--- src/verilog/icache_defines.svh ---
// Instruction cache sizes
`ifndef ICACHE_DEFINES_SVH
`define ICACHE_DEFINES_SVH

// fetch address and its fields.
`define ICACHE_ADDR_W   64
`define ICACHE_TAG_W    22
`define ICACHE_TAG_LSB  10
`define ICACHE_INDEX_W  6

// array geometry.
`define ICACHE_SETS     64
`define ICACHE_LINE_W   128

// refill beat from memory.
`define ICACHE_BEAT_W   64

// replacement age counters, saturating.
`define ICACHE_AGE_W    3
`define ICACHE_AGE_MAX  7

`endif

--- src/verilog/icache_pkg.sv ---
// Instruction cache types
`default_nettype none

`include "icache_defines.svh"

package icache_pkg;

    typedef logic [`ICACHE_ADDR_W-1:0] addr_t;

    typedef logic [`ICACHE_TAG_W-1:0] tag_t;

    typedef logic [`ICACHE_INDEX_W-1:0] index_t;

    typedef logic [`ICACHE_LINE_W-1:0] line_t;

    typedef logic [`ICACHE_BEAT_W-1:0] beat_t;

    // number of 32-bit words wanted, 1 to 4.
    typedef logic [2:0] count_t;

    typedef struct packed {
        logic valid;
        tag_t tag;
    } tag_entry_t;

    typedef logic [`ICACHE_AGE_W-1:0] age_t;

endpackage

`default_nettype wire

--- src/verilog/icache_refill.sv ---
// Two-beat line refill
`default_nettype none

`include "icache_defines.svh"

module icache_refill (
    input  wire                     clk,
    input  wire                     rst_n_i,
    input  wire                     start_i,
    input  wire icache_pkg::addr_t  line_addr_i,
    output logic                    mem_req_o,
    output icache_pkg::addr_t       mem_addr_o,
    input  wire icache_pkg::beat_t  mem_data_i,
    input  wire                     mem_valid_i,
    output logic                    done_o,
    output icache_pkg::line_t       line_o
);

    logic              busy_q;
    logic              upper_q;
    logic              done_q;
    icache_pkg::addr_t addr_q;
    icache_pkg::line_t line_q;

    logic beat_ok;
    assign beat_ok = busy_q && mem_valid_i;

    always_ff @(posedge clk) begin
        if (!rst_n_i) begin
            busy_q  <= 1'b0;
            upper_q <= 1'b0;
            done_q  <= 1'b0;
        end else begin
            done_q <= 1'b0;
            if (start_i && !busy_q) begin
                busy_q  <= 1'b1;
                upper_q <= 1'b0;
            end else if (beat_ok) begin
                if (upper_q) begin
                    busy_q  <= 1'b0;
                    upper_q <= 1'b0;
                    done_q  <= 1'b1;
                end else begin
                    upper_q <= 1'b1;
                end
            end
        end
    end

    // line base first, then base plus 8.
    always_ff @(posedge clk) begin
        if (start_i && !busy_q) begin
            addr_q <= {line_addr_i[`ICACHE_ADDR_W-1:4], 4'b0000};
        end else if (beat_ok && !upper_q) begin
            addr_q[3] <= 1'b1;
        end
        if (beat_ok) begin
            if (upper_q) begin
                line_q[`ICACHE_LINE_W-1 -: `ICACHE_BEAT_W] <= mem_data_i;
            end else begin
                line_q[`ICACHE_BEAT_W-1:0] <= mem_data_i;
            end
        end
    end

    assign mem_req_o  = busy_q;
    assign mem_addr_o = addr_q;
    assign done_o     = done_q;
    assign line_o     = line_q;

endmodule

`default_nettype wire

--- config.mk ---
export PLATFORM = sky130hd
export DESIGN_NAME = icache_refill
export DESIGN_NICKNAME = d
export VERILOG_FILES = /design/src/verilog/icache_pkg.sv /design/src/verilog/icache_refill.sv
export VERILOG_INCLUDE_DIRS = /design/src /design/src/verilog
export SDC_FILE = /design/constraint.sdc
export NUM_CORES = 1
export LEC_CHECK = 0
export ABC_CLOCK_PERIOD_IN_PS = 4300
export BUFFER_PORTS_ARGS = -buffer_cell sky130_fd_sc_hd__buf_2
export CAP_MARGIN = 20
export CELL_PAD_IN_SITES_DETAIL_PLACEMENT = 1
export CELL_PAD_IN_SITES_GLOBAL_PLACEMENT = 2
export CORE_MARGIN = 10
export CORE_UTILIZATION = 27
export CTS_BUF_LIST = sky130_fd_sc_hd__clkbuf_4 sky130_fd_sc_hd__clkbuf_8 sky130_fd_sc_hd__clkbuf_16
export DETAILED_ROUTE_END_ITERATION = 16
export PLACE_DENSITY_LB_ADDON = 0.1
export REMOVE_ABC_BUFFERS = 1
export SETUP_SLACK_MARGIN = 0.3
export SLEW_MARGIN = 10
export SYNTH_ARGS = -nofsm -noshare
export SYNTH_HDL_FRONTEND = slang
export SYNTH_SLANG_ARGS = --single-unit
--- constraint.sdc ---
create_clock -name clk -period 4.3 [get_ports clk]
set_input_delay 0.86 -clock clk [delete_from_list [all_inputs] [get_ports clk]]
set_output_delay 0.86 -clock clk [all_outputs]
set_load 0.1 [all_outputs]
==> results.md <==
- Outcome: complete, no violations
- Final WS setup: 2.072 ns
- Slowest library cell on the worst path: buf_2
- Worst setup EP type: primary output
- Clock slew at reported path FFs: 0.07 ns
- Pint: between 3 and 4 mW
- CTS resizes: 0
- Fmax: about 450 MHz
- Port buffer count: 318
- Initial core utilization: 0.2759
- Largest net degree at the start of global routing: 37
- Worst path bufs/invs: 1
- Sequential cell area fraction in the yosys report: 0.9809
- Drc violations: 0
- Worst slew margin: 0.3835
- Post-Syn Area: 0.005837 mm2
- Clk_skew: 0.009489 ns
- Final setup vio count: 0
- Critical path type: register to primary output
- 1st-iter DRT viols: 122
- Routed WL: 17110 um
- Synth-to-Final Area Change: 44.22%
- Leak: 3.390 nW
- Initial antenna violation count: 5
- CTS Buffer Depth: 2
- DRT Pass-1 Iters: 4
- Chip Height: 167.0 um
- Final GP Congestion: 0.7676
- RSZ-0062 raised after global routing: no
- Crit-path leading delay family: buffers and inverters
- Final #Nets: 680
- Min-delay worst type: register to register
- Actual slew at the worst max-slew pin: 0.9225 ns
- Synth unique cells: 15
- Hold Worst Slack: around 0.49 ns
- Yosys reg bits: 192
- Combinational power share: 0.145
- Worst VDD drop: roughly 0.25 mV
- DP Wirelength: 13320 um
- Clk network pwr share: 0.364
- Final min period: approximately 2.2 ns
- Flop pwr share: 0.491
- Via density: 4.025
- Yosys top cell area share: 0.9672
- CP max FO: 7
- Die area: ~0.028 mm2
- Synth Instances: 209
- CTS tree: built
- Max-slew violations: 0
- Gr usage total: 0.1173
- Worst Path Arrival: 1.37 ns
- Place WS: 1.741 ns
- Final core occ: 0.3979
- Fin crit share: 0.5182
- Sw frac: 0.2923
- Syn Area/Cell: 27.93 um2
- Global-route wire length before repair: between 20000 and 25000 um
- Via Count: around 3400
- Sw Pwr: 1.279 mW
- Most frequent cells in the layout: buf_2 (318), edfxtp_1 (188), clkbuf_16 (17), inv_6 (5), dfxtp_1 (4)
- Vias in the first global route: roughly 3600
- CORE AREA: 0.02115 mm2
- Fin. Hold Viols: 0
- Num rows: 53
- Die outline width: 167.0 um
- Clock Sink Count: around 190
- Clock latency at the later pin of the worst-skew pair: around 0.43 ns
- Post-CTS Setup Inserts: 0
- Antenna Nets Post-Route: 0
- Synthesis Warnings: 0
- PwrDens: approximately 520 mW/mm2
- TritonCTS buffer count: 17
- Synth area leader: edfxtp_1
- Fraction of layout cells with a size suffix above 1: 0.6346
- Synth top area cells: edfxtp_1 (97%), dfxtp_1 (1.4%), buf_4 (0.39%)
- Max_cap viols: 0
- Highest cell delay on the worst timing path: ~0.50 ns
- Hold_buf cts: 0
- Data required, critical path: 3.44 ns
- GRT Residual Overflow: 0
- H-tree levels: 4
- Routed wire length per instance: 20.42 um
- Most common cell after layout, fill and taps aside: buf_2
- Fill count: 2191
- CTS root buffer: clkbuf_16
- Ports: around 330
- Crit start category: register
- Worst path cell trace: buf_2
==> registers in the layout (all words and copies together), names as in the netlist <==
register and count:
mem_addr_o 61, upper_q 1, done_o 1, mem_req_o 1
line_o 128
==> logic make-up after synthesis <==
kind of cell | after synthesis | share of synthesized area
AOI/OAI and AO/OA | 4 | 0.004929
and+or+nand+nor | 6 | 0.005789
other | 1 | 0.0006425
buffers and inverters | 5 | 0.005145
muxes | 1 | 0.002572
DFF | 192 | 0.9809
==> layout make-up <==
class	instances	area, um2	area share
diodes	2	5.005	0.0005945
clock buffers	17	425.4	0.05054
clock inverters	15	175.2	0.02081
inverters	2	7.507	0.0008918
multi-input cells	14	96.34	0.01144
flip-flops and latches	192	5725	0.6801
well taps	275	344.1	0.04087
repair buffers	321	1639	0.1947
==> power groups by stage <==
| stage | clock, mW | combinational [mW] | sequential [mW] |
|---|---|---|---|
| after floorplan | 0 | 0.0399 | 2.65 |
| after global placement | 0 | 0.638 | 2.19 |
| after detailed placement | 0 | 0.643 | 2.19 |
| after CTS | 1.65 | 0.642 | 2.15 |
| after global routing | 1.72 | 0.658 | 2.16 |
| final | 1.59 | 0.635 | 2.15 |
==> worst paths after layout <==
| kind | startpoint | to | slack (ns) | depth (start not counted) |
|---|---|---|---|---|
| max | mem_req_o$_SDFFE_PN0P_ | mem_req_o | 2.07 | 1 |
| min | mem_addr_o[3]$_SDFFE_PP0P_ | mem_addr_o[3]$_SDFFE_PP0P_ | 0.49 | 2 |
| max reg2reg | mem_req_o$_SDFFE_PN0P_ | line_o[63]$_DFFE_PP_ | 2.34 | 3 |
| min reg2reg | mem_addr_o[3]$_SDFFE_PP0P_ | mem_addr_o[3]$_SDFFE_PP0P_ | 0.49 | 2 |
==> through the flow <==
| stage | area, um2 | setup TNS [ns] | cells | total power [mW] |
|---|---|---|---|---|
| 2_1_floorplan | 5822 | -5.211 | 208 | 2.686 |
| 3_3_place_gp | 7812 | 0 | 804 | 2.829 |
| 3_5_place_dp | 7812 | 0 | 804 | 2.835 |
| 4_1_cts | 8413 | 0 | 836 | 4.445 |
| 5_1_grt | 8413 | 0 | 836 | 4.534 |
| 6_report | 8418 | 0 | 838 | 4.377 |
==> synth_stat cells <==
library cell	count
and2_1	1
o21ai_0	1
o22ai_1	1
nand2_1	1
a21oi_1	1
mux2_4	1
buf_4	3
a211oi_2	1
inv_1	2
edfxtp_1	188
nor2_1	2
conb_1	1
dfxtp_1	4
and3_2	1
and2b_2	1
==> worst min-delay path, stage by stage, from the launching register on <==
cell and delay (ns):
dfxtp_1 0.32, inv_1 0.06, o22ai_1 0.06
==> metal layers <==
layer,up-vias,GRT usage,routed length [um]
li1,1521,-,-
met1,1607,0.1232,6539
met2,220,0.1826,7930
met3,19,0.08072,2350
met4,6,0.04200,247
met5,-,0,45
Note: power is estimated with default switching activity, not from simulation.
