File: src/verilog/icache_defines.svh
// Instruction cache sizes
`ifndef ICACHE_DEFINES_SVH
`define ICACHE_DEFINES_SVH

// fetch address and its fields.
`define ICACHE_ADDR_W   64
`define ICACHE_TAG_W    22
`define ICACHE_TAG_LSB  10
`define ICACHE_INDEX_W  6

// array geometry.
`define ICACHE_SETS     64
`define ICACHE_LINE_W   128

// refill beat from memory.
`define ICACHE_BEAT_W   64

// replacement age counters, saturating.
`define ICACHE_AGE_W    3
`define ICACHE_AGE_MAX  7

`endif

File: src/verilog/icache_pkg.sv
// Instruction cache types
`default_nettype none

`include "icache_defines.svh"

package icache_pkg;

    typedef logic [`ICACHE_ADDR_W-1:0] addr_t;

    typedef logic [`ICACHE_TAG_W-1:0] tag_t;

    typedef logic [`ICACHE_INDEX_W-1:0] index_t;

    typedef logic [`ICACHE_LINE_W-1:0] line_t;

    typedef logic [`ICACHE_BEAT_W-1:0] beat_t;

    // number of 32-bit words wanted, 1 to 4.
    typedef logic [2:0] count_t;

    typedef struct packed {
        logic valid;
        tag_t tag;
    } tag_entry_t;

    typedef logic [`ICACHE_AGE_W-1:0] age_t;

endpackage

`default_nettype wire

File: src/verilog/icache_way_if.sv
// Cache way storage interface
`default_nettype none

interface icache_way_if;

    icache_pkg::index_t     index;
    logic                   tag_we;
    icache_pkg::tag_entry_t tag_wdata;
    logic                   line_we;
    icache_pkg::line_t      line_wdata;

    // registered read, one cycle after index.
    icache_pkg::tag_entry_t tag_rdata;
    icache_pkg::line_t      line_rdata;

    modport ctrl (
        output index, tag_we, tag_wdata, line_we, line_wdata,
        input  tag_rdata, line_rdata
    );

    modport store (
        input  index, tag_we, tag_wdata, line_we, line_wdata,
        output tag_rdata, line_rdata
    );

endinterface

`default_nettype wire

File: src/verilog/icache_ctrl.sv
// Instruction cache controller
`default_nettype none

`include "icache_defines.svh"

module icache_ctrl (
    input  wire                     clk,
    input  wire                     rst_n_i,
    input  wire                     fetch_valid_i,
    input  wire icache_pkg::addr_t  fetch_addr_i,
    input  wire icache_pkg::count_t fetch_count_i,
    input  wire                     fence_i,
    output logic                    fetch_ready_o,
    output logic                    rsp_valid_o,
    output icache_pkg::line_t       rsp_data_o,
    icache_way_if.ctrl              way0,
    icache_way_if.ctrl              way1,
    output logic                    refill_start_o,
    output icache_pkg::addr_t       refill_addr_o,
    input  wire                     refill_done_i,
    input  wire icache_pkg::line_t  refill_line_i,
    output logic                    age_tick_o,
    output logic                    age_hit0_o,
    output logic                    age_hit1_o,
    output logic                    age_fill0_o,
    output logic                    age_fill1_o,
    input  wire                     age_victim_i
);

    typedef enum logic [2:0] {
        s_idle,
        s_read,
        s_lookup,
        s_refill,
        s_fence
    } state_t;

    state_t              state_q;
    icache_pkg::addr_t   addr_q;
    icache_pkg::count_t  count_q;
    icache_pkg::index_t  fence_idx_q;
    logic                fill_way_q;

    icache_pkg::tag_t       tag_q;
    icache_pkg::index_t     index_q;
    icache_pkg::tag_entry_t wr_entry;
    logic accept, in_lookup, hit0, hit1, hit, miss_way, fill_write, sweep;

    assign tag_q   = addr_q[`ICACHE_TAG_LSB +: `ICACHE_TAG_W];
    assign index_q = addr_q[`ICACHE_TAG_LSB - `ICACHE_INDEX_W +: `ICACHE_INDEX_W];

    // a fence in idle wins over a fetch.
    assign fetch_ready_o = (state_q == s_idle) && !fence_i;
    assign accept        = fetch_valid_i && fetch_ready_o;
    assign in_lookup     = (state_q == s_lookup);
    assign sweep         = (state_q == s_fence);
    assign fill_write    = (state_q == s_refill) && refill_done_i;

    assign hit0 = way0.tag_rdata.valid && way0.tag_rdata.tag == tag_q;
    assign hit1 = way1.tag_rdata.valid && way1.tag_rdata.tag == tag_q;
    assign hit  = hit0 || hit1;

    // an empty way before the age victim.
    assign miss_way = !way0.tag_rdata.valid ? 1'b0 :
                      !way1.tag_rdata.valid ? 1'b1 : age_victim_i;

    function automatic icache_pkg::line_t mask_line(input icache_pkg::line_t line,
                                                    input icache_pkg::count_t count);
        case (count)
            3'd1:    return {line[127:96], 96'b0};
            3'd2:    return {line[127:64], 64'b0};
            3'd3:    return {line[127:32], 32'b0};
            3'd4:    return line;
            default: return '0;
        endcase
    endfunction

    assign rsp_valid_o    = in_lookup && hit;
    assign rsp_data_o     = mask_line(hit0 ? way0.line_rdata : way1.line_rdata, count_q);
    assign refill_start_o = in_lookup && !hit;
    assign refill_addr_o  = addr_q;

    assign age_tick_o  = accept;
    assign age_hit0_o  = in_lookup && hit0;
    assign age_hit1_o  = in_lookup && hit1 && !hit0;
    assign age_fill0_o = fill_write && !fill_way_q;
    assign age_fill1_o = fill_write && fill_way_q;

    assign wr_entry = sweep ? icache_pkg::tag_entry_t'{valid: 1'b0, tag: '0} :
                              icache_pkg::tag_entry_t'{valid: 1'b1, tag: tag_q};

    assign way0.index      = sweep ? fence_idx_q : index_q;
    assign way0.tag_we     = sweep || age_fill0_o;
    assign way0.tag_wdata  = wr_entry;
    assign way0.line_we    = age_fill0_o;
    assign way0.line_wdata = refill_line_i;

    assign way1.index      = sweep ? fence_idx_q : index_q;
    assign way1.tag_we     = sweep || age_fill1_o;
    assign way1.tag_wdata  = wr_entry;
    assign way1.line_we    = age_fill1_o;
    assign way1.line_wdata = refill_line_i;

    always_ff @(posedge clk) begin
        if (!rst_n_i) begin
            state_q     <= s_idle;
            fence_idx_q <= '0;
            fill_way_q  <= 1'b0;
        end else begin
            case (state_q)
                s_idle: begin
                    if (fence_i) begin
                        state_q <= s_fence;
                    end else if (accept) begin
                        state_q <= s_read;
                    end
                end
                s_read: state_q <= s_lookup;
                s_lookup: begin
                    state_q    <= hit ? s_idle : s_refill;
                    fill_way_q <= miss_way;
                end
                s_refill: begin
                    if (refill_done_i) begin
                        state_q <= s_read;
                    end
                end
                s_fence: begin
                    // wraps back to zero after the last set.
                    fence_idx_q <= fence_idx_q + 1'b1;
                    if (&fence_idx_q) begin
                        state_q <= s_idle;
                    end
                end
                default: state_q <= s_idle;
            endcase
        end
    end

    always_ff @(posedge clk) begin
        if (accept) begin
            addr_q  <= fetch_addr_i;
            count_q <= fetch_count_i;
        end
    end

endmodule

`default_nettype wire

File: src/flat_wrapper.sv
// flat-port wrapper written by rule: the top's interface ports become plain ports
module icache_ctrl_flat 
  (clk, rst_n_i, fetch_valid_i, fetch_addr_i, fetch_count_i, fence_i, fetch_ready_o, rsp_valid_o, rsp_data_o, refill_start_o, refill_addr_o, refill_done_i, refill_line_i, age_tick_o, age_hit0_o, age_hit1_o, age_fill0_o, age_fill1_o, age_victim_i, way0_index, way0_tag_we, way0_tag_wdata, way0_line_we, way0_line_wdata, way0_tag_rdata, way0_line_rdata, way1_index, way1_tag_we, way1_tag_wdata, way1_line_we, way1_line_wdata, way1_tag_rdata, way1_line_rdata);
  icache_way_if way0_i ();
  icache_way_if way1_i ();
  input  wire clk;
  input  wire rst_n_i;
  input  wire fetch_valid_i;
  input  wire icache_pkg::addr_t fetch_addr_i;
  input  wire icache_pkg::count_t fetch_count_i;
  input  wire fence_i;
  output logic fetch_ready_o;
  output logic rsp_valid_o;
  output icache_pkg::line_t rsp_data_o;
  output logic refill_start_o;
  output icache_pkg::addr_t refill_addr_o;
  input  wire refill_done_i;
  input  wire icache_pkg::line_t refill_line_i;
  output logic age_tick_o;
  output logic age_hit0_o;
  output logic age_hit1_o;
  output logic age_fill0_o;
  output logic age_fill1_o;
  input  wire age_victim_i;
  output wire logic [$bits(way0_i.index)-1:0] way0_index;
  output wire logic [$bits(way0_i.tag_we)-1:0] way0_tag_we;
  output wire logic [$bits(way0_i.tag_wdata)-1:0] way0_tag_wdata;
  output wire logic [$bits(way0_i.line_we)-1:0] way0_line_we;
  output wire logic [$bits(way0_i.line_wdata)-1:0] way0_line_wdata;
  input wire logic [$bits(way0_i.tag_rdata)-1:0] way0_tag_rdata;
  input wire logic [$bits(way0_i.line_rdata)-1:0] way0_line_rdata;
  output wire logic [$bits(way1_i.index)-1:0] way1_index;
  output wire logic [$bits(way1_i.tag_we)-1:0] way1_tag_we;
  output wire logic [$bits(way1_i.tag_wdata)-1:0] way1_tag_wdata;
  output wire logic [$bits(way1_i.line_we)-1:0] way1_line_we;
  output wire logic [$bits(way1_i.line_wdata)-1:0] way1_line_wdata;
  input wire logic [$bits(way1_i.tag_rdata)-1:0] way1_tag_rdata;
  input wire logic [$bits(way1_i.line_rdata)-1:0] way1_line_rdata;
  assign way0_index = way0_i.index;
  assign way0_tag_we = way0_i.tag_we;
  assign way0_tag_wdata = way0_i.tag_wdata;
  assign way0_line_we = way0_i.line_we;
  assign way0_line_wdata = way0_i.line_wdata;
  assign way0_i.tag_rdata = way0_tag_rdata;
  assign way0_i.line_rdata = way0_line_rdata;
  assign way1_index = way1_i.index;
  assign way1_tag_we = way1_i.tag_we;
  assign way1_tag_wdata = way1_i.tag_wdata;
  assign way1_line_we = way1_i.line_we;
  assign way1_line_wdata = way1_i.line_wdata;
  assign way1_i.tag_rdata = way1_tag_rdata;
  assign way1_i.line_rdata = way1_line_rdata;
  icache_ctrl u_core (.clk(clk), .rst_n_i(rst_n_i), .fetch_valid_i(fetch_valid_i), .fetch_addr_i(fetch_addr_i), .fetch_count_i(fetch_count_i), .fence_i(fence_i), .fetch_ready_o(fetch_ready_o), .rsp_valid_o(rsp_valid_o), .rsp_data_o(rsp_data_o), .way0(way0_i), .way1(way1_i), .refill_start_o(refill_start_o), .refill_addr_o(refill_addr_o), .refill_done_i(refill_done_i), .refill_line_i(refill_line_i), .age_tick_o(age_tick_o), .age_hit0_o(age_hit0_o), .age_hit1_o(age_hit1_o), .age_fill0_o(age_fill0_o), .age_fill1_o(age_fill1_o), .age_victim_i(age_victim_i));
endmodule
File: config.mk
export PLATFORM = sky130hd
export DESIGN_NAME = icache_ctrl_flat
export DESIGN_NICKNAME = d
export VERILOG_FILES = /design/src/verilog/icache_pkg.sv /design/src/verilog/icache_way_if.sv /design/src/verilog/icache_ctrl.sv /design/src/flat_wrapper.sv
export VERILOG_INCLUDE_DIRS = /design/src /design/src/verilog
export SDC_FILE = /design/constraint.sdc
export NUM_CORES = 1
export LEC_CHECK = 0
export BUFFER_PORTS_ARGS = -buffer_cell sky130_fd_sc_hd__buf_2
export CAP_MARGIN = 20
export CORE_AREA = 2 2 393 395
export DETAILED_ROUTE_END_ITERATION = 12
export DIE_AREA = 0 0 395 397
export PLACE_DENSITY = 0.33
export SYNTH_ARGS = -nofsm -noshare
export SYNTH_HDL_FRONTEND = slang
export SYNTH_SLANG_ARGS = --single-unit
File: constraint.sdc
create_clock -name clk -period 6.2 [get_ports clk]
set_clock_uncertainty 0.1 [all_clocks]
set_input_delay 0.31 -clock clk [delete_from_list [all_inputs] [get_ports clk]]
set_output_delay 0.31 -clock clk [all_outputs]
set_load 0.005 [all_outputs]
==> run metrics <==
status finished clean; CTS root buffer clkbuf_16; Clock Pin Slew Worst Setup and Hold Paths 0.07 ns; Port Buffers 636; Yosys warning total 0; Worst EP arrival 4.19 ns; initial DRC count 360; Worst setup SP type flip-flop; GPL Wtd Cong 0.796; Slew @ Worst Pin 0.977 ns; worst-path cell chain xnor2_1 -> nand4_1 -> nor4_2 -> and3_4 -> buf_4 -> nand2_1 -> a21oi_1 -> buf_2; register share of total power 0.336; I/O pin count 1021; Critical Path Max Stage Delay 0.74 ns; switching power of the nets 0.614 mW; switching share of power 0.333; setup ws final 1.60 ns; Num Clock Sinks 77; slew margin rel. 0.348; DIE AREA 157000 sq um; Buf/Inv on CP 2; ratio of cells with drive above 1 in the final layout 0.522; post-DP HPWL 88800 um; fmax 217 MHz; Netlist cell types 42; Core Util, Final 0.0788; Core Area 153000 sq um; Placed Area 11100 sq um; met3 wire len 15000 um; HP Class in2reg; clock share of power 0.356; fin area 12000 sq um; grt total ovfl 0; Power Dens Cells 153 nW/um^2; Synth-to-Final Area Change 59.3%; chip width 395 um; Final Hold Viols 0; Vias 8611; DRT Wirelength 96200 um; GRT Total Usage 0.118; final setup TNS 0 ns; Comb power frac 0.308; Worst EP required 5.79 ns; Syn Nets 1480; CTS tree built; Internal 1.23 mW; # DRC 0; first-pass GRT wire length 114000 um; Worst Setup End Kind primary output; number of synthesized register bits 77; Rows 144; met2 WL 45600 um; WL/cell 28.1 um; Final Max Tran Viols 0; syn_area_per_cell 7.75 sq um; Top Layer Used met5; Syn Inst Count 976; RSZ-0062 raised after global routing no; Mapped Area 7560 sq um; largest net degree at the start of global routing 80; slowest CP cell and3_4; Tcrit/Tclk final 0.742; Antenna Nets Post-Route 0; leakage power 5.08 nW; Die H 397 um; Inserted Clock Buffers 9; Bufs on Longest Clock Path 2; share of the yosys chip area belonging to registers 0.293; via/cell ratio 2.52; Max VDD drop 0.131 mV; dpl ws 1.84 ns; Max-cap violations 0; DRT Pass-1 Iters 4; Skew-Pair Late Insertion Delay 0.38 ns; crit-path leading delay family simple AND/OR/NAND/NOR gates; initial antenna violation count 106; Worst Setup Path Type reg2out; final setup fails 0; H-tree depth reported by CTS 3; DRT met1 WL 33200 um; Initial Utilization 0.0494; crit-path max FO 43; vias in the first global route 8564; Tmin final 4.60 ns; net count reported at finish 1871
-- power by group through the flow --
stage / Combinational, mW / Clock [mW] / Sequential, mW
floorplan: 0.306 / 0 / 0.627
global route: 0.619 / 0.705 / 0.623
detailed placement: 0.556 / 0 / 0.632
finish: 0.568 / 0.657 / 0.620
global placement: 0.563 / 0 / 0.631
CTS: 0.591 / 0.697 / 0.620
-- path summary, 6_finish.rpt --
check	startpoint	endpoint	slack, ns	cells after the start
setup reg to reg	u_core.refill_addr_o[30]$_DFFE_PP_	u_core.state_q[0]$_SDFFE_PN0P_	2.81	7
setup / recovery	u_core.refill_addr_o[30]$_DFFE_PP_	rsp_data_o[31]	1.60	8
hold / removal	fetch_addr_i[20]	u_core.refill_addr_o[20]$_DFFE_PP_	0.05	1
hold reg to reg	u_core.fence_idx_q[5]$_SDFFE_PN0P_	u_core.state_q[2]$_SDFFE_PN0P_	0.43	1
-- cell type report --
cell class	instances	area, sq um
well taps	2044	2560
clock buffers	10	229
multi-input cells	563	2980
clock inverters	6	119
repair buffers	713	3930
inverters	3	11.3
fillers	18133	141000
flip-flops and latches	77	2210
diodes	7	17.5
-- synth_stat cells (all sizes together) --
master | instances | area [sq um]
buf | 303 | 2310
nand2 | 286 | 1120
a21oi | 132 | 736
edfxtp | 67 | 2010
and2 | 30 | 188
clkbuf | 30 | 113
xnor2 | 29 | 254
xor2 | 21 | 184
dfxtp | 10 | 200
nand4 | 10 | 62.6
nor4 | 8 | 56.3
nor2 | 7 | 26.3
nand4b | 4 | 35.0
and3 | 3 | 18.8
inv | 3 | 11.3
nand3 | 3 | 15.0
nor3 | 3 | 15.0
o21ai | 3 | 15.0
nand2b | 2 | 12.5
nor2b | 2 | 12.5
nor3b | 2 | 15.0
nor4b | 2 | 17.5
or2 | 2 | 12.5
or3 | 2 | 12.5
or3b | 2 | 17.5
or4b | 2 | 20.0
a21boi | 1 | 7.51
a22oi | 1 | 7.51
a31oi | 1 | 6.26
a41oi | 1 | 8.76
ha | 1 | 12.5
o211ai | 1 | 7.51
o22ai | 1 | 6.26
or4 | 1 | 7.51
-- through the flow --
stage / total power, mW / hold slack, ns / cells
finish: 1.84 / 0.0487 / 3423
detailed placement: 1.19 / 0.388 / 3337
global placement: 1.19 / 0.388 / 3335
floorplan: 0.933 / 0.309 / 976
CTS: 1.91 / 0.0128 / 3416
global route: 1.95 / 0.0219 / 3418
-- worst reg2reg max path: stages, from the launching register on --
cell and delay [ns]:
edfxtp_1 0.53, xnor2_1 0.65, nand4_1 0.23, nor4_2 0.48
and3_4 0.74, buf_12 0.29, or4b_1 0.20, nand2_1 0.05
-- cells by family after synthesis --
kind of cell,count (synthesis),synth area share
DFF,77,0.293
buffers and inverters,336,0.322
AOI/OAI and AO/OA,141,0.105
adders and majority gates,1,0.00165
xor gates and xnor gates,50,0.0579
and+or+nand+nor,371,0.221
-- registers in the layout, indices dropped and copies added, names as in the netlist --
register	flops
u_core.count_q	3
u_core.state_q	3
u_core.refill_addr_o	64
u_core.fill_way_q	1
u_core.fence_idx_q	6
-- what timing repair did --
action / CTS / global route
gates resized for setup: 0 / 0
buffers inserted: 0 / 0
endpoints found under the hold margin: 63 / 0
hold buffers: 63 / 0
-- placed cells by master (no fill, tap or decap), types with 2 or more instances in the layout --
| master | n |
|---|---|
| clkbuf_16 | 9 |
| nand3_1 | 2 |
| o21ai_0 | 3 |
| nor2b_1 | 2 |
| dlygate4sd3_1 | 63 |
| and3_1 | 2 |
| inv_1 | 3 |
| and2_1 | 29 |
| a21oi_1 | 111 |
| a21oi_2 | 20 |
| buf_4 | 11 |
| or4b_1 | 2 |
| nand4b_1 | 4 |
| nor4b_1 | 2 |
| dfxtp_1 | 10 |
| xor2_1 | 20 |
| bufinv_16 | 3 |
| nand2b_1 | 2 |
| nand2_1 | 265 |
| buf_2 | 638 |
| xnor2_1 | 29 |
| edfxtp_1 | 67 |
| nand4_1 | 10 |
| nor4_1 | 7 |
| diode_2 | 7 |
| nor3_1 | 3 |
| or3_1 | 2 |
| nand2_2 | 20 |
| nor3b_1 | 2 |
| nor2_1 | 7 |
| or3b_2 | 2 |
-- per-layer routing --
layer	global-route usage	vias up
met3	0.0786	164
li1	-	3679
met5	0.000908	-
met1	0.120	3884
met2	0.200	864
met4	0.0239	20
(Power assumes the default switching activity.)
