## src/verilog/icache_defines.svh

```systemverilog
// Instruction cache sizes
`ifndef ICACHE_DEFINES_SVH
`define ICACHE_DEFINES_SVH

// fetch address and its fields.
`define ICACHE_ADDR_W   64
`define ICACHE_TAG_W    22
`define ICACHE_TAG_LSB  10
`define ICACHE_INDEX_W  6

// array geometry.
`define ICACHE_SETS     64
`define ICACHE_LINE_W   128

// refill beat from memory.
`define ICACHE_BEAT_W   64

// replacement age counters, saturating.
`define ICACHE_AGE_W    3
`define ICACHE_AGE_MAX  7

`endif

```

## src/verilog/icache_pkg.sv

```systemverilog
// Instruction cache types
`default_nettype none

`include "icache_defines.svh"

package icache_pkg;

    typedef logic [`ICACHE_ADDR_W-1:0] addr_t;

    typedef logic [`ICACHE_TAG_W-1:0] tag_t;

    typedef logic [`ICACHE_INDEX_W-1:0] index_t;

    typedef logic [`ICACHE_LINE_W-1:0] line_t;

    typedef logic [`ICACHE_BEAT_W-1:0] beat_t;

    // number of 32-bit words wanted, 1 to 4.
    typedef logic [2:0] count_t;

    typedef struct packed {
        logic valid;
        tag_t tag;
    } tag_entry_t;

    typedef logic [`ICACHE_AGE_W-1:0] age_t;

endpackage

`default_nettype wire

```

## src/verilog/icache_age.sv

```systemverilog
// Way age counters and victim select
`default_nettype none

`include "icache_defines.svh"

module icache_age (
    input  wire                     clk,
    input  wire                     rst_n_i,
    input  wire icache_pkg::index_t index_i,
    input  wire                     tick_i,
    input  wire                     hit0_i,
    input  wire                     hit1_i,
    input  wire                     fill0_i,
    input  wire                     fill1_i,
    output logic                    victim_o
);

    icache_pkg::age_t age0 [`ICACHE_SETS];
    icache_pkg::age_t age1 [`ICACHE_SETS];

    // clear wins over the tick.
    function automatic icache_pkg::age_t next_age(input icache_pkg::age_t cur,
                                                  input logic clr,
                                                  input logic tick);
        if (clr) begin
            return '0;
        end
        if (tick && cur != icache_pkg::age_t'(`ICACHE_AGE_MAX)) begin
            return cur + 1'b1;
        end
        return cur;
    endfunction

    always_ff @(posedge clk) begin
        if (!rst_n_i) begin
            for (int s = 0; s < `ICACHE_SETS; s++) begin
                age0[s] <= '0;
                age1[s] <= '0;
            end
        end else begin
            for (int s = 0; s < `ICACHE_SETS; s++) begin
                age0[s] <= next_age(age0[s],
                                    (hit0_i || fill0_i) && index_i == icache_pkg::index_t'(s),
                                    tick_i);
                age1[s] <= next_age(age1[s],
                                    (hit1_i || fill1_i) && index_i == icache_pkg::index_t'(s),
                                    tick_i);
            end
        end
    end

    // older way goes, way 0 on a tie.
    assign victim_o = (age0[index_i] >= age1[index_i]) ? 1'b0 : 1'b1;

endmodule

`default_nettype wire

```

## config.mk

```make
export PLATFORM = sky130hd
export DESIGN_NAME = icache_age
export DESIGN_NICKNAME = d
export VERILOG_FILES = /design/src/verilog/icache_pkg.sv /design/src/verilog/icache_age.sv
export VERILOG_INCLUDE_DIRS = /design/src /design/src/verilog
export SDC_FILE = /design/constraint.sdc
export NUM_CORES = 1
export LEC_CHECK = 0
export BUFFER_PORTS_ARGS = -buffer_cell sky130_fd_sc_hd__buf_2
export CAP_MARGIN = 20
export CORE_MARGIN = 3
export CORE_UTILIZATION = 30
export CTS_CLUSTER_DIAMETER = 40
export CTS_CLUSTER_SIZE = 8
export DETAILED_ROUTE_END_ITERATION = 12
export GPL_TIMING_DRIVEN = 0
export PLACE_DENSITY = 0.44
export SYNTH_ARGS = -nofsm -noshare
export SYNTH_HDL_FRONTEND = slang
export SYNTH_SLANG_ARGS = --single-unit
```

## constraint.sdc

```tcl
create_clock -name clk -period 3.7 [get_ports clk]
set_clock_uncertainty 0.15 [all_clocks]
set_input_delay 0.185 -clock clk [delete_from_list [all_inputs] [get_ports clk]]
set_output_delay 0.185 -clock clk [all_outputs]
set_load 0.01 [all_outputs]
```

==> results of run 1 <==
[power by group through the flow]
stage,combinational (mW),clock (mW),sequential (mW)
final,1.62,7.93,4.76
after global routing,1.78,8.30,4.79
after CTS,1.61,8.08,4.75
after detailed placement,1.57,0,4.83
after global placement,1.51,0,4.82
after floorplan,1.14,0,4.72
[cells by family (layout without fill, tap and decap cells)]
kind of cell,Yosys count,after routing
simple gates,549,549
flops,384,384
mux,352,352
fa+ha+maj,259,259
compound gates,210,210
xor+xnor,128,128
buf+inv,73,247
other cells,0,1
[cell type report]
cell class                      count  area [um2]  share of cell area, %
Antenna cell                        1        2.50                0.00988
Buffer                             73         493                   1.95
Clock buffer                      117        2500                   9.87
Clock inverter                     41         527                   2.08
Multi-Input combinational cell   1498       12800                   50.7
Sequential cell                   384        7690                   30.4
Tap cell                          931        1160                   4.60
Timing Repair Buffer               16         109                  0.430
[worst min path at each step]
stage | from | cells after the start | slack (ns) | endpoint
final | tick_i | 4 | 0.14 | age1[41][0]
after detailed placement | age0[49][2] | 2 | 0.37 | age0[49][2]
after global routing | tick_i | 4 | 0.17 | age1[41][0]
after floorplan | age0[21][1] | 2 | 0.33 | age0[21][1]
after global placement | age0[54][2] | 2 | 0.35 | age0[54][2]
after CTS | tick_i | 4 | 0.13 | age1[41][0]
[cells in the mapped netlist (all sizes together)]
master    n  area (um2)
nor2    387        1450
dfxtp   384        7690
ha      259        3240
mux2i   256        2560
o21ai   134         671
nor2b   133         832
xnor2   128        1120
mux4     96        2240
a22oi    48         360
clkbuf   45         203
buf      28         236
a21oi    25         125
nand2    13        48.8
nand3     4        20.0
nand2b    3        18.8
nor4      3        31.3
or4       3        22.5
o211ai    2        15.0
a21o      1        7.51
and2      1        6.26
and2b     1        7.51
or2       1        6.26
[cells in the final DEF, fill, tap and decap left out, drive strengths merged, types with 5 or more instances in the layout]
cell type  instances
o21ai            134
a22oi             48
nor2             387
mux2i            256
nand2             13
dfxtp            384
nor2b            133
mux4              96
clkinv            20
xnor2            128
buf               43
clkbuf           162
a21oi             25
inv                5
ha               259
bufinv            11
clkinvlp           5
[critical path, stage by stage, from the launching register on]
cell and delay, ns:
dfxtp_2 0.32, mux4_2 0.52, a22oi_2 0.30, a21oi_1 0.10, or4_1 0.53, ha_1 0.29, nand2b_4 0.14, a21o_1 0.18
a21oi_4 0.24, buf_6 0.14
[sequential cells by signal, summed over array words and instances (netlist names)]
register  count
age1        192
age0        192
[routing by layer]
layer,vias to the layer above,global-route usage [%]
li1,7267,-
met1,7754,24.2
met2,331,31.0
met3,120,3.15
met4,0,6.07
met5,-,0
[metrics by stage]
stage	worst slack, ns	utilization, %	setup TNS [ns]	power [mW]
final	0.00364	36.8	0	14.3
after detailed placement	-0.671	32.2	-0.764	6.41
after floorplan	0.849	-	0	5.87
after global routing	-0.0415	36.8	-0.0415	14.9
after CTS	0.0140	36.7	0	14.4
after global placement	-0.866	32.1	-3.53	6.33
[timing repair]
action,CTS,global route
pin swaps,3,7
hold buffers,1,0
hold endpoints to repair,2,0
buffers inserted,0,3
resized for setup,33,9
setup endpoints to repair,1,1
==> impl_metrics.yaml, run 1 <==
sta:
  grt_setup_unrepaired: "true"
  worst_pin_slew_ns: 1.01
  layout_min_cycle_time_ns: 3.70
  hold_viol_final: 0
  max_freq_ghz: 0.271
  slew_viol_final: 0
  finalCritPeriodShare_pct: 99.9
  slew_headroom_pct: 32.1
  setup_viol: 0
  hold_ws_ns: 0.143
route:
  dr_wl_met2_mm: 32.1
  drc_errors: 0
  wirelength_mm: 67.7
  drtIter0Drc: 1042
  top_layer_used: "met4"
  wl_per_cell_um: 22.1
  drtPass1Iterations: 5
  route.antenna.remaining_nets: 0
  vias_per_cell: 5.05
  dr_wl_met3_mm: 2.98
  dr_total_vias: 15500
  met1_length_mm: 30.6
setup_path:
  worst_setup_path_start_kind: "register"
  arrival_ns: 3.36
  critPathCapture: "victim_o"
  critical_path_class: "register to output port"
  rrSetupSlack_ns: 2.05
  crit_required_ns: 3.37
  reg2reg_from: "age1[55][0]"
  cp-end-kind: "output port"
  r2r-end: "age1[55][2]"
  crit_path_max_fanout: 3
  crit_path_start: "age1[55][0]"
  r2r_cells: 6
placement:
  dp_cells: 2898
  dp_hpwl_mm: 47.8
  portBuffers: 8
  place_congestion: 0.826
  placed_area_mm2: 0.0222
global_route:
  antenna_found_initial: 3
  grt_pass1_wl_mm: 101
  grt_pass1_vias: 15600
  overflow: 0
  grt_use_total_pct: 18.5
  grt_max_degree: 12
worst_hold_path:
  hold_class: "primary input to register"
clocking:
  path_clk_slew_ns: 0.05
  htree_num_levels: 3
  cts_tree: "done"
  cts_buffer_depth: 3
  clockRootBuffer: "clkbuf_16"
  cts_buffers: 85
  clk_latency_ns: 0.61
  cts.sinks: 384
synth:
  syn_area_mm2: 0.0209
  yosysSeqAreaShare_pct: 36.8
  synthAdderAreaFrac_pct: 15.5
  synth_xor_area_share_pct: 5.36
  synth_area_per_cell_um2: 10.7
  synth_compound_area_share_pct: 5.64
  synthMuxAreaShare_pct: 23.0
  synth-seq-cells: 384
  synth_cell_types: 31
  syn_inst: 1955
  synth_top_family_by_area: "multiplexers"
  ys_warn_count: 0
  syn_nets: 2227
  yosys.area_share.simple_pct: 11.7
die:
  die_h_um: 270
  io_pins: 14
  die_width_um: 270
  num_rows: 96
  die_area_mm2: 0.0729
  start_util_pct: 30.4
  core_mm2: 0.0688
power_and_ir_drop:
  switching_share_pct: 25.4
  p_switching_mw: 3.64
  intPower_mw: 10.7
  power_density_mw_per_mm2: 565
  clockPowerShare_pct: 55.5
  seq_power_share_pct: 33.3
  vdd_drop_max_mv: 0.332
  power_leakage_nw: 11.4
  combPwrFrac_pct: 11.3
final_layout:
  layout-drive-gt1-share_pct: 14.0
  area_growth_syn_to_layout_pct: 21.2
  design_area_mm2: 0.0253
  fill_cells: 6741
  nets: 2330
  fin_cells: 3061
outcome:
  outcome: "completed"
job:
  maxCapViolCount: 0
No activity file was read; power rests on OpenSTA's default activity.
==> inputs of run 2 (changes only) <==
==> constraint.sdc (replaced) <==
create_clock -name clk -period 3.7 [get_ports clk]
set_clock_uncertainty 0.15 [all_clocks]
set_input_delay 0 -clock clk [delete_from_list [all_inputs] [get_ports clk]]
set_output_delay 0 -clock clk [all_outputs]
set_load 0.01 [all_outputs]
==> impl_metrics.yaml, run 2 (synthesis results as in run 1) <==
route:
  drtIter0Drc: 980
  dr_total_vias: 15500
  wirelength_mm: 67.7
  drtPass1Iterations: 5
  route.antenna.remaining_nets: 0
  vias_per_cell: 5.07
  wl_per_cell_um: 22.1
  drc_errors: 0
final_layout:
  fill_cells: 6747
  layout-drive-gt1-share_pct: 12.9
  nets: 2329
  final_common_cell: "nor2_1"
  most-common-layout-cells: "nor2_1 (386), dfxtp_1 (384), ha_1 (259), mux2i_1 (256)"
  top_regs: "age0: 192 flops, age1: 192 flops"
  area_growth_syn_to_layout_pct: 20.7
  fin_util_pct: 36.7
global_route:
  use_met2_pct: 31.1
  grt_pass1_vias: 15700
  overflow: 0
  grt_max_degree: 12
  grt_use_total_pct: 18.5
  antenna_found_initial: 4
  grtUsageMet1_pct: 24.1
  gr-usage-met3_pct: 3.22
  grt_most_used_layer: "met2"
  grt_pass1_wl_mm: 101
setup_path:
  critical_path_class: "primary input to output port"
  crit_path_start: "index_i[3]"
  crit_required_ns: 3.55
  crit_path_max_fanout: 10
  reg2reg_from: "age1[41][0]"
  cp-end-kind: "output port"
  arrival_ns: 3.56
  r2r_cells: 6
  r2r-end: "age1[41][0]"
  critPathCapture: "victim_o"
  worst_setup_path_start_kind: "primary input"
  rrSetupSlack_ns: 1.67
die:
  io_pins: 14
  start_util_pct: 30.4
  die_width_um: 270
  die_area_mm2: 0.0729
  core_mm2: 0.0688
  die_h_um: 270
  num_rows: 96
sta:
  grt_setup_unrepaired: "false"
  worst_pin_slew_ns: 1.01
  slew_viol_final: 0
  hold_viol_final: 0
  finalCritPeriodShare_pct: 100
  fin_ws_ns: -0.0148
  max_freq_ghz: 0.269
  layout_min_cycle_time_ns: 3.71
  setup_viol: 1
  slew_headroom_pct: 32.2
  hold_ws_ns: 0.0587
worst_hold_path:
  worstHoldStart: "hit0_i"
  hold_class: "primary input to register"
placement:
  portBuffers: 8
  pre_cts_ws_ns: -0.301
  dp_hpwl_mm: 47.8
  place_congestion: 0.826
power_and_ir_drop:
  power_density_mw_per_mm2: 566
  power_mw: 14.3
  vdd_drop_max_mv: 0.331
  power_leakage_nw: 11.4
job:
  maxCapViolCount: 0
clocking:
  path_clk_slew_ns: 0.05
  cts_setup_buffers: 0
  htree_num_levels: 3
  clk_latency_ns: 0.62
  cts_buffers: 85
  cts_buffer_depth: 3
  clockRootBuffer: "clkbuf_16"
  cts_tree: "done"
  cts.sinks: 384
outcome:
  outcome: "finished, violations left"
  violations: "setup timing"
-- run 2: cell count changes in the layout (fill, tap and decap cells not counted), sizes merged --
cell,previous run,this run
diode,1,2
dlygate4sd3,1,3
buf,43,40
-- run 2: power breakdown --
group,internal [mW],switching [mW],leakage [nW]
combinational,0.728,0.859,6.80
sequential,4.46,0.295,3.15
clock,5.46,2.48,1.49
total,10.6,3.63,11.4
-- run 2: through the flow --
step / area [um2] / TNS (ns) / cells
after global placement: 22100 / -0.726 / 2894
after global routing: 25200 / 0 / 3059
after CTS: 25200 / 0 / 3059
after detailed placement: 22200 / -0.301 / 2898
after floorplan: 20900 / 0 / 1955
final: 25200 / -0.0148 / 3061
-- run 2: how the worst min path moves through the flow --
stage / cells after the start / endpoint
after global routing: 5 / age1[1][0]
final: 5 / age0[13][2]
after CTS: 5 / age0[13][2]
after detailed placement: 2 / age0[49][2]
after global placement: 2 / age0[54][2]
after floorplan: 3 / age0[62][0]
-- run 2: layout make-up --
class	instances	area, um2	share of cell area [%]
Antenna cell	2	5.00	0.0198
Clock inverter	41	527	2.09
Multi-Input combinational cell	1498	12800	50.7
Timing Repair Buffer	15	100	0.396
Clock buffer	117	2500	9.90
Sequential cell	384	7690	30.4
Buffer	73	453	1.79
Tap cell	931	1160	4.61
-- run 2: per-layer routing --
metal | up-vias | wire length [um]
met1 | 7768 | 30300
met5 | - | 0
met2 | 361 | 32000
met3 | 115 | 3460
met4 | 0 | 1940
li1 | 7281 | -
-- run 2: timing repair --
action / 4_1_cts / 5_1_grt
hold endpoints to repair: 24 / 0
endpoints found under the setup margin: 1 / 1
gates resized for setup: 9 / 1
hold buffers: 3 / 0
-- run 2: critical path: stages --
cell,delay (ns)
buf_2,0.12
nor2_2,0.70
clkbuf_1,0.57
buf_4,0.42
a22oi_1,0.18
a21oi_1,0.41
nor4_2,0.10
ha_1,0.30
nand2b_1,0.14
a21o_1,0.21
a21oi_4,0.22
buf_2,0.17
==> inputs of run 3 (changes only) <==
ABC_AREA = 1   (was default)
==> impl_metrics.yaml, run 3 <==
clocking:
  path_clk_slew_ns: 0.05
  cts_buffers: 96
  clk_latency_ns: 0.65
  cts_buffer_depth: 3
  htree_num_levels: 3
  clockRootBuffer: "clkbuf_16"
  cts_tree: "done"
  cts.sinks: 384
route:
  route.antenna.remaining_nets: 0
  drc_errors: 0
  dr_total_vias: 22600
  wirelength_mm: 100
  drtIter0Drc: 1942
  wl_per_cell_um: 22.3
  vias_per_cell: 5.02
  drtPass1Iterations: 8
synth:
  syn_area_mm2: 0.0229
  synthTopCellsByCount: "nand2_1 (1,342), dfxtp_1 (384), nand3_1 (319)"
  synth.top_cell.area_share_pct: 33.6
  synth_area_leaders: "dfxtp_1 (34%), nand2_1 (22%), ha_1 (14%)"
  synth_edf_count: 0
  synth_area_per_cell_um2: 6.89
  ys_warn_count: 0
  yosysSeqAreaShare_pct: 33.6
  postSynth.asyncResetShare_pct: 0
  synth_cell_types: 24
  synth-seq-cells: 384
  yosysMostFrequentCell: "nand2_1"
  ys_dominant_reg_cell: "dfxtp_1"
  syn_nets: 3592
  yosysTopAreaCell: "dfxtp_1"
  syn_inst: 3320
placement:
  portBuffers: 9
  dp_hpwl_mm: 75.2
  dp_cells: 4306
  place_congestion: 1.01
die:
  io_pins: 14
  die_area_mm2: 0.0796
  die_h_um: 282
  num_rows: 100
  die_width_um: 282
  start_util_pct: 30.5
  core_mm2: 0.0749
global_route:
  grt_pass1_wl_mm: 144
  grt_use_total_pct: 25.0
  overflow: 0
  grt_max_degree: 14
  grt_pass1_vias: 21200
  antenna_found_initial: 0
final_layout:
  final_common_cell: "nand2_1"
  layout-drive-gt1-share_pct: 8.56
  top_regs: "age0: 192 flops, age1: 192 flops"
  area_growth_syn_to_layout_pct: 21.6
  nets: 3720
  antenna_cells: 0
  most-common-layout-cells: "nand2_1 (1,342), dfxtp_1 (384), nand3_1 (319), ha_1 (259), a21oi_1 (257)"
  fin_cells: 4498
sta:
  max_freq_ghz: 0.278
  finalCritPeriodShare_pct: 97.1
  slew_headroom_pct: 21.1
  setup_viol: 0
  slew_viol_final: 0
  grt_setup_unrepaired: "false"
  layout_min_cycle_time_ns: 3.59
  hold_viol_final: 0
  finalSetupTns_ns: 0
  worst_pin_slew_ns: 1.18
setup_path:
  rrSetupSlack_ns: 2.22
  arrival_ns: 3.44
  worst_setup_path_start_kind: "primary input"
  crit_required_ns: 3.55
  cp-end-kind: "output port"
  critical_path_class: "primary input to output port"
  crit_path_max_fanout: 10
power_and_ir_drop:
  power_mw: 15.3
  vdd_drop_max_mv: 0.296
  power_leakage_nw: 13.3
  power_density_mw_per_mm2: 549
worst_hold_path:
  hold_class: "primary input to register"
outcome:
  outcome: "completed"
job:
  maxCapViolCount: 0
==> run 3: layout make-up <==
class                   count  area [um2]
plain buffers             150         777
clock buffers             131        2790
repair buffers             30         338
multi-input cells        2644       13900
flip-flops and latches    384        7690
fillers                  7932       47100
well taps                 969        1210
inverters                 142         536
clock inverters            48         604
==> run 3: stage by stage <==
step	util (%)	setup slack, ns	hold slack, ns	instance area, um2
finish	37.1	0.108	0.167	27800
global route	37.1	0.0399	0.187	27800
CTS	37.1	0.0549	0.0852	27800
detailed placement	32.4	0.515	0.324	24300
global placement	32.2	0.503	0.324	24100
floorplan	-	1.90	0.185	22900
==> run 3: logic make-up (layout without fill, tap and decap cells) <==
family	count (synthesis)	in the layout	share of synthesized area, %
flip-flops	384	384	33.6
AO/OA/AOI/OAI	398	398	8.84
adder cells (fa/ha/maj)	259	259	14.2
AND/OR/NAND/NOR	1859	1859	32.8
buffers and inverters	292	501	5.71
XOR/XNOR	128	128	4.90
==> run 3: final timing paths <==
kind,to,startpoint,depth (start not counted)
max,victim_o,index_i[3],15
min,age0[59][2],hit0_i,5
max reg2reg,age0[57][0],age0[57][0],6
min reg2reg,age1[5][1],age1[5][1],2
==> run 3: metal layers <==
metal,up-vias,share of wire (%),global-route usage [%]
met4,0,4.1,10.6
met3,205,7.0,4.58
met1,10500,45,33.8
met2,780,44,39.2
li1,11100,-,-
met5,-,0,0
==> run 3: report_power, final <==
group	switching, mW	internal (mW)	leakage, nW
Sequential	0.285	4.45	3.15
Clock	2.77	6.00	1.67
Combinational	1.21	0.567	8.49
==> run 3: timing repair <==
action / in CTS / in global routing
hold buffers: 12 / 0
gates resized for setup: 0 / 6
buffers inserted: 0 / 0
hold endpoints to repair: 40 / 0
setup endpoints to repair: 0 / 1
==> run 3: worst max-delay path, cell delays in order <==
cell           delay (ns)
dlygate4sd3_1        0.52
buf_2                0.17
nor2_2               0.34
clkbuf_1             0.56
nand2_1              0.14
nand2_1              0.11
nor2_1               0.05
nor2_1               0.21
nor2_1               0.07
nand2_1              0.07
ha_1                 0.22
o21ai_0              0.17
nand2_1              0.10
a21oi_1              0.46
buf_2                0.24
